## config.mk

```make
export PLATFORM = sky130hd
export DESIGN_NAME = cpuTop
export DESIGN_NICKNAME = d
export VERILOG_FILES = /design/src/source/rvPkg.sv /design/src/source/aluUnit.sv /design/src/source/controlUnit.sv /design/src/source/cpuTop.sv /design/src/source/dataPath.sv /design/src/source/regFile.sv
export SDC_FILE = /design/constraint.sdc
export NUM_CORES = 2
export LEC_CHECK = 0
export ABC_AREA = 1
export BUFFER_PORTS_ARGS = -buffer_cell sky130_fd_sc_hd__buf_2
export CAP_MARGIN = 20
export CORE_MARGIN = 2
export CORE_UTILIZATION = 50
export CTS_CLUSTER_SIZE = 30
export DETAILED_ROUTE_END_ITERATION = 12
export PLACE_DENSITY = 0.66
export SETUP_SLACK_MARGIN = 0.3
export SLEW_MARGIN = 40
export SYNTH_ARGS = -nofsm -noshare
export SYNTH_HDL_FRONTEND = slang
export SYNTH_SLANG_ARGS = --single-unit
```

## constraint.sdc

```tcl
create_clock -name clk -period 6.7 [get_ports clk]
set_clock_uncertainty 0.05 [all_clocks]
set_input_delay 0.67 -clock clk [delete_from_list [all_inputs] [get_ports clk]]
set_output_delay 0.67 -clock clk [all_outputs]
set_load 0.005 [all_outputs]
```

## src/source/rvPkg.sv

```systemverilog
package rvPkg;

    localparam int xlen = 32;

    // Major opcodes of the supported groups
    localparam logic [6:0] opRegReg = 7'b0110011;
    localparam logic [6:0] opRegImm = 7'b0010011;
    localparam logic [6:0] opLoad   = 7'b0000011;
    localparam logic [6:0] opStore  = 7'b0100011;

    typedef enum logic [3:0] {
        aluAdd,
        aluSub,
        aluAnd,
        aluOr,
        aluXor,
        aluSlt,
        aluSltu,
        aluSll,
        aluSrl,
        aluSra
    } aluOpT;

    typedef struct packed {
        logic [6:0] funct7;
        logic [4:0] rs2;
        logic [4:0] rs1;
        logic [2:0] funct3;
        logic [4:0] rd;
        logic [6:0] opcode;
    } instrRT;

    typedef struct packed {
        logic [11:0] imm;
        logic [4:0]  rs1;
        logic [2:0]  funct3;
        logic [4:0]  rd;
        logic [6:0]  opcode;
    } instrIT;

    typedef struct packed {
        logic [6:0] immHi;                  // imm[11:5]
        logic [4:0] rs2;
        logic [4:0] rs1;
        logic [2:0] funct3;
        logic [4:0] immLo;                  // imm[4:0]
        logic [6:0] opcode;
    } instrST;

    // One instruction word, three format views
    typedef union packed {
        instrRT r;
        instrIT i;
        instrST s;
    } instrU;

    typedef struct packed {
        logic  aluSrcImm;                   // Operand B from immediate
        logic  immStore;                    // S-format immediate
        aluOpT aluOp;
        logic  irLoad;
        logic  regLoad;                     // Latch register file outputs
        logic  aluLatch;
        logic  regWrite;
        logic  wbFromMem;                   // Writeback from bus read data
        logic  pcAdvance;
        logic  busAddrSel;                  // 1 selects ALU result, 0 the PC
    } ctrlWordT;

    typedef struct packed {
        logic              cyc;
        logic              stb;
        logic              we;
        logic [xlen-1:0]   adr;
        logic [xlen-1:0]   dat;
        logic [xlen/8-1:0] sel;
    } wbReqT;

    typedef struct packed {
        logic            ack;
        logic [xlen-1:0] dat;
    } wbRspT;

    typedef enum logic [2:0] {
        stateFetch,
        stateDecode,
        stateExecute,
        stateMemory,
        stateWriteback
    } stateT;

endpackage
```

## src/source/aluUnit.sv

```systemverilog
`timescale 1ns/1ps

module aluUnit (
    input  logic [31:0]  a,
    input  logic [31:0]  b,
    input  rvPkg::aluOpT op,
    output logic [31:0]  result
);
    import rvPkg::*;

    logic [4:0] shamt;
    logic       lessSigned;
    logic       lessUnsigned;

    assign shamt        = b[4:0];           // Only the low 5 bits shift
    assign lessSigned   = $signed(a) < $signed(b);
    assign lessUnsigned = a < b;

    always_comb begin
        case (op)
            aluAdd: result = a + b;
            aluSub: result = a - b;
            aluAnd: result = a & b;
            aluOr:  result = a | b;
            aluXor: result = a ^ b;
            aluSlt: begin
                result = {{(xlen-1){1'b0}}, lessSigned};
            end
            aluSltu: begin
                result = {{(xlen-1){1'b0}}, lessUnsigned};
            end
            aluSll: result = a << shamt;
            aluSrl: result = a >> shamt;
            aluSra: begin
                // Arithmetic shift keeps the sign bit
                result = $unsigned($signed(a) >>> shamt);
            end
            default: result = a + b;
        endcase
    end

endmodule

```

## src/source/controlUnit.sv

```systemverilog
`timescale 1ns/1ps

module controlUnit (
    input  logic             clk,
    input  logic             rst,
    input  rvPkg::instrU     instr,
    input  logic             busAck,
    output rvPkg::ctrlWordT  ctrl,
    output logic             busCyc,
    output logic             busWe,
    output logic [31:0]      instRetired
);
    import rvPkg::*;

    stateT state;
    stateT stateNext;
    logic  running;                         // Set from the first cycle after reset
    logic  isRegReg;
    logic  isRegImm;
    logic  isLoad;
    logic  isStore;
    logic  isMem;
    logic  busDone;
    aluOpT decodedOp;

    assign isRegReg = (instr.r.opcode == opRegReg);
    assign isRegImm = (instr.r.opcode == opRegImm);
    assign isLoad   = (instr.r.opcode == opLoad);
    assign isStore  = (instr.r.opcode == opStore);
    assign isMem    = isLoad | isStore;

    // Bus cycle is open only in fetch and memory
    assign busCyc  = running && (state == stateFetch || state == stateMemory);
    assign busWe   = (state == stateMemory) && isStore;
    assign busDone = busCyc && busAck;

    // ALU operation from funct3, funct7 picks SUB and SRA
    always_comb begin
        decodedOp = aluAdd;
        if (isRegReg || isRegImm) begin
            case (instr.r.funct3)
                3'b000: begin
                    if (isRegReg && instr.r.funct7[5]) begin
                        decodedOp = aluSub;
                    end else begin
                        decodedOp = aluAdd;
                    end
                end
                3'b001: decodedOp = aluSll;
                3'b010: decodedOp = aluSlt;
                3'b011: decodedOp = aluSltu;
                3'b100: decodedOp = aluXor;
                3'b101: decodedOp = instr.r.funct7[5] ? aluSra : aluSrl; // SRAI uses imm[10]
                3'b110: decodedOp = aluOr;
                default: decodedOp = aluAnd;
            endcase
        end
    end

    // Next state sequencing
    always_comb begin
        stateNext = state;
        case (state)
            stateFetch: begin
                if (busDone) begin
                    stateNext = stateDecode;
                end
            end
            stateDecode: stateNext = stateExecute;
            stateExecute: stateNext = isMem ? stateMemory : stateWriteback;
            stateMemory: begin
                if (busDone) begin
                    stateNext = stateWriteback;
                end
            end
            default: stateNext = stateFetch;   // Writeback and unused codes
        endcase
    end

    // Control word, every field set in every state
    always_comb begin
        ctrl.aluSrcImm  = !isRegReg;        // Imm for I-type, LW and SW
        ctrl.immStore   = isStore;
        ctrl.aluOp      = decodedOp;
        ctrl.wbFromMem  = isLoad;
        ctrl.irLoad     = (state == stateFetch) && busDone;
        ctrl.regLoad    = (state == stateDecode);
        ctrl.aluLatch   = (state == stateExecute);
        ctrl.busAddrSel = (state == stateMemory);
        ctrl.pcAdvance  = (state == stateWriteback);
        // Unknown opcodes and SW write nothing back
        ctrl.regWrite   = (state == stateWriteback) && (isRegReg || isRegImm || isLoad);
    end

    always_ff @(posedge clk) begin
        if (rst) begin
            state   <= stateFetch;
            running <= 1'b0;
        end else begin
            state   <= stateNext;
            running <= 1'b1;
        end
    end

    // One count per instruction leaving writeback
    always_ff @(posedge clk) begin
        if (rst) begin
            instRetired <= '0;
        end else if (state == stateWriteback) begin
            instRetired <= instRetired + 32'd1;
        end
    end

endmodule

```

## src/source/cpuTop.sv

```systemverilog
`timescale 1ns/1ps

module cpuTop (
    input  logic          clk,
    input  logic          rst,
    output rvPkg::wbReqT  busReq,
    input  rvPkg::wbRspT  busRsp,
    output logic [31:0]   instRetired
);
    import rvPkg::*;

    ctrlWordT        ctrl;
    instrU           instr;
    logic            busCyc;
    logic            busWe;
    logic [xlen-1:0] busAdr;
    logic [xlen-1:0] busDat;

    // Word accesses only, strobe follows cycle
    assign busReq = '{cyc: busCyc, stb: busCyc, we: busWe, adr: busAdr, dat: busDat, sel: '1};

    controlUnit controlUnit_i (
        .clk         (clk),
        .rst         (rst),
        .instr       (instr),
        .busAck      (busRsp.ack),
        .ctrl        (ctrl),
        .busCyc      (busCyc),
        .busWe       (busWe),
        .instRetired (instRetired)
    );

    dataPath dataPath_i (
        .clk    (clk),
        .rst    (rst),
        .ctrl   (ctrl),
        .busRsp (busRsp),
        .instr  (instr),
        .busAdr (busAdr),
        .busDat (busDat)
    );

endmodule

```

## src/source/dataPath.sv

```systemverilog
`timescale 1ns/1ps

module dataPath (
    input  logic             clk,
    input  logic             rst,
    input  rvPkg::ctrlWordT  ctrl,
    input  rvPkg::wbRspT     busRsp,
    output rvPkg::instrU     instr,
    output logic [31:0]      busAdr,
    output logic [31:0]      busDat
);
    import rvPkg::*;

    logic [xlen-1:0] pc;
    logic [xlen-1:0] opA;                   // rs1 operand register
    logic [xlen-1:0] opB;                   // rs2 operand register
    logic [xlen-1:0] aluResult;
    logic [xlen-1:0] memData;
    logic [xlen-1:0] rd1;
    logic [xlen-1:0] rd2;
    logic [xlen-1:0] imm;
    logic [xlen-1:0] aluB;
    logic [xlen-1:0] aluOut;
    logic [xlen-1:0] wbData;

    // Sign-extended immediate through the I or S view
    always_comb begin
        if (ctrl.immStore) begin
            imm = {{(xlen-12){instr.s.immHi[6]}}, instr.s.immHi, instr.s.immLo};
        end else begin
            imm = {{(xlen-12){instr.i.imm[11]}}, instr.i.imm};
        end
    end

    assign aluB   = ctrl.aluSrcImm ? imm : opB;
    assign wbData = ctrl.wbFromMem ? memData : aluResult;

    assign busAdr = ctrl.busAddrSel ? aluResult : pc;
    assign busDat = opB;                    // SW data is rs2

    always_ff @(posedge clk) begin
        if (rst) begin
            pc <= '0;
        end else if (ctrl.pcAdvance) begin
            pc <= pc + xlen'(4);
        end
    end

    // Instruction register loads in the fetch ack cycle
    always_ff @(posedge clk) begin
        if (ctrl.irLoad) begin
            instr <= busRsp.dat;
        end
    end

    always_ff @(posedge clk) begin
        if (ctrl.regLoad) begin
            opA <= rd1;
            opB <= rd2;
        end
    end

    always_ff @(posedge clk) begin
        if (ctrl.aluLatch) begin
            aluResult <= aluOut;
        end
    end

    // Read data of a data access, captured on ack
    always_ff @(posedge clk) begin
        if (busRsp.ack && ctrl.busAddrSel) begin
            memData <= busRsp.dat;
        end
    end

    regFile regFile_i (
        .clk (clk),
        .rst (rst),
        .rs1 (instr.r.rs1),
        .rs2 (instr.r.rs2),
        .rd  (instr.r.rd),
        .we  (ctrl.regWrite),
        .wd  (wbData),
        .rd1 (rd1),
        .rd2 (rd2)
    );

    aluUnit aluUnit_i (
        .a      (opA),
        .b      (aluB),
        .op     (ctrl.aluOp),
        .result (aluOut)
    );

endmodule

```

## src/source/regFile.sv

```systemverilog
`timescale 1ns/1ps

module regFile (
    input  logic        clk,
    input  logic        rst,
    input  logic [4:0]  rs1,
    input  logic [4:0]  rs2,
    input  logic [4:0]  rd,
    input  logic        we,
    input  logic [31:0] wd,
    output logic [31:0] rd1,
    output logic [31:0] rd2
);

    logic [31:0] regs [1:31];               // No storage behind x0

    always_ff @(posedge clk) begin
        if (rst) begin
            for (int i = 1; i < 32; i++) begin
                regs[i] <= '0;
            end
        end else if (we && rd != 5'd0) begin
            regs[rd] <= wd;
        end
    end

    // x0 always reads zero
    assign rd1 = (rs1 == 5'd0) ? 32'd0 : regs[rs1];
    assign rd2 = (rs2 == 5'd0) ? 32'd0 : regs[rs2];

endmodule

```

==> impl_metrics.py <==
metrics = {
    "outcome": {
        "status": "finished, final reports clean",
    },
    "synthesis": {
        "synthCells": 8811,
        "syn-cell-area_um2": 72300,
        "syn_avg_cell_area_um2": 8.20,
        "synthFlopType": "edfxtp_1",
        "synth_edf_count": 1184,
        "synth.ff_latch_count": 1250,
        "synth_top_area_cell": "edfxtp_1",
        "synth-async-reset-ratio": 0,
        "yosys.cell_types.count": 64,
        "synth.top_cell.area_share": 0.492,
        "synth_seq_area_share": 0.510,
        "ys_top_cells_by_area": "edfxtp_1 49%, nor2_1 10%, o21ai_0 8.8%",
        "yosysWarnings": 0,
    },
    "clocking": {
        "cts_buffers": 142,
        "cts_buffer_depth": 3,
        "cts_sinks": 1250,
        "htree_num_levels": 4,
        "cts-root-buf": "clkbuf_16",
        "clock_latency_ns": 0.81,
        "cts_tree": "done",
        "cts_resized": 0,
        "post-cts-setup-buffer-count": 0,
        "clk_pin_slew_ns": 0.06,
    },
    "global_routing": {
        "met1_usage": 0.524,
        "grt_pass1_vias": 64100,
        "gr-total-overflow": 0,
        "grt_max_degree": 156,
        "gr-usage-all-layers": 0.424,
        "met2_usage": 0.640,
        "antenna_found_initial": 18,
        "grt_first_pass_wirelength_um": 452000,
        "met3_usage": 0.0968,
        "grt_busiest_layer": "met2",
    },
    "finish": {
        "area_growth_pct": 10.2,
        "layout_common_cells": "1957 x nor2_1, 1266 x o21ai_0, 1184 x edfxtp_1",
        "final_cells": 10600,
        "final_common_cell": "nor2_1",
        "multiInputGateArea_um2": 31100,
        "drive_gt1_frac": 0.0764,
        "fillCellCount": 13000,
        "fin_nets": 8674,
        "regArea_um2": 36900,
    },
    "placed_design": {
        "portBuffers": 133,
        "dp_slack_ns": 1.63,
        "dp_cells": 10300,
        "dp_hpwl_um": 207000,
        "routabilityCongestion": 1.03,
    },
    "power_and_ir_drop": {
        "comb_power_share": 0.124,
        "power.net_switching_mw": 5.38,
        "vdd_drop_max_mv": 0.208,
        "power_frac_seq": 0.465,
        "p_int_mw": 13.9,
        "p_leak_nw": 30.7,
        "swShare": 0.279,
        "clockPowerShare": 0.410,
        "powerDensity_nw_per_um2": 242,
    },
    "setup_path": {
        "endpoint_kind": "flip-flop",
        "startpoint_type": "flip-flop",
        "r2r_slack_ns": 1.43,
        "worstPathRequired_ns": 7.16,
        "cp_max_fo": 21,
        "cp.arrival_ns": 5.73,
        "crit_type": "reg2reg",
        "worstReg2RegEnd": "dataPath_i.aluResult[27]$_DFFE_PN_",
        "worstRegToRegCells": 18,
        "rr_startpoint": "dataPath_i.instr[3]$_DFFE_PP_",
    },
    "sta": {
        "fin_crit_sh": 0.787,
        "worstMarginPinSlew_ns": 0.996,
        "max_freq_mhz": 190,
        "maxSlewViolCount": 0,
        "holdWs_ns": 0.0285,
        "setup_viol_count_final": 0,
        "fin_setup_tns_ns": 0,
        "slew_headroom": 0.332,
        "worst_slack_ns": 1.43,
        "finalHoldViolCount": 0,
        "grt_setup_unrepaired": "no",
        "period_minus_slack_ns": 5.27,
    },
    "job": {
        "max_cap_violations": 0,
    },
    "floorplanning": {
        "num_rows": 139,
        "die-area_um2": 148000,
        "die_h_um": 384,
        "coreArea_um2": 143000,
        "start_util": 0.504,
        "fp.dieW_um": 384,
        "io_pins": 138,
    },
    "route": {
        "initialDrtViolationCount": 10900,
        "routed_via_density": 6.58,
        "drc": 0,
        "ant_nets": 0,
        "wl_um": 319000,
        "post_drt_wl_per_cell_um": 30.2,
        "first_pass_iters": 7,
        "vias": 69600,
    },
    "min_path": {
        "worstHoldPathType": "in2reg",
        "hp-start": "busRsp[18]",
        "worstHoldPathCells": 1,
        "hold-path-endpoint": "dataPath_i.instr[18]$_DFFE_PP_",
    },
}
cell usage after synthesis, drive strengths merged (70+ instances only):
master  number
nor2      1968
o21ai     1330
edfxtp    1184
nand2      995
clkbuf     645
inv        594
nand3      575
a21oi      406
o221ai     178
o211ai     171
o22ai      156
buf        107
ha          92
nor3        70
power groups by stage:
stage | sequential, mW | clock, mW | combinational [mW]
after floorplan | 9.05 | 0 | 1.35
after global placement | 9.12 | 0 | 2.23
after detailed placement | 9.12 | 0 | 2.27
after CTS | 8.96 | 7.90 | 2.28
after global routing | 8.99 | 8.21 | 2.50
final | 8.97 | 7.91 | 2.39
cell type report:
type	count	area share
multi-input combinational	6245	0.390
sequential	1250	0.463
inverter	598	0.0287
clock inverter	77	0.0110
antenna	11	0.000346
timing repair buffer	309	0.0296
tap	1903	0.0299
clock buffer	173	0.0472
registers in the layout, indices dropped and copies added (netlist names):
name / cells
dataPath_i.pc: 30
dataPath_i.regFile_i.regs: 1024
controlUnit_i.running: 1
dataPath_i.busDat: 32
controlUnit_i.instRetired: 32
dataPath_i.instr: 32
dataPath_i.aluResult: 32
controlUnit_i.state: 3
dataPath_i.opA: 32
dataPath_i.memData: 32
critical path, cell delays in order, from the launching register on:
cell      delay [ns]
edfxtp_1        0.38
inv_1           0.08
nand2_2         0.09
nor2_8          0.20
nand3_2         0.49
nand3_1         0.37
nand2_2         0.38
ha_1            0.50
nand2_1         0.08
nor2_1          0.27
a21oi_1         0.16
o21bai_1        0.44
a21oi_1         0.21
o21ai_0         0.51
nand4_1         0.33
nand2_1         0.13
nand2_1         0.06
nand3_1         0.13
nand3_1         0.09
how the worst max path moves through the flow:
stage,start,to,slack (ns),cells past startpoint
after floorplan,controlUnit_i.state[0]$_SDFFE_PP0P_,controlUnit_i.state[1]$_SDFFE_PP0P_,1.30,4
after global placement,dataPath_i.instr[3]$_DFFE_PP_,dataPath_i.aluResult[27]$_DFFE_PN_,1.48,16
after detailed placement,dataPath_i.instr[3]$_DFFE_PP_,dataPath_i.aluResult[27]$_DFFE_PN_,1.63,18
after CTS,dataPath_i.instr[3]$_DFFE_PP_,dataPath_i.aluResult[27]$_DFFE_PN_,1.60,18
after global routing,dataPath_i.instr[3]$_DFFE_PP_,dataPath_i.aluResult[27]$_DFFE_PN_,1.31,18
final,dataPath_i.instr[3]$_DFFE_PP_,dataPath_i.aluResult[27]$_DFFE_PN_,1.43,18
metrics by stage:
| step | utilization | cell area [um2] | total power [mW] |
|---|---|---|---|
| after floorplan | - | 72400 | 10.4 |
| after global placement | 0.519 | 74500 | 11.3 |
| after detailed placement | 0.522 | 74800 | 11.4 |
| after CTS | 0.554 | 79500 | 19.1 |
| after global routing | 0.555 | 79600 | 19.7 |
| final | 0.555 | 79600 | 19.3 |
routing by layer:
metal,up-vias,wire [um]
met5,-,100
met3,1137,39400
met1,32900,110000
met2,5446,140000
li1,30100,-
met4,12,30000
what timing repair did:
action | in CTS | in global routing
endpoints found under the setup margin | 0 | 0
hold buffers | 6 | 0
hold endpoints to repair | 12 | 0
cell families after synthesis:
logic type | after synthesis | share of synthesized area
compound gates | 2394 | 0.189
xor+xnor | 35 | 0.00424
fa+ha+maj | 93 | 0.0162
buf+inv | 1350 | 0.0720
flops | 1250 | 0.510
mux | 1 | 0.000139
other cells | 2 | 0.000104
simple gates | 3686 | 0.208
(Power assumes the default switching activity.)
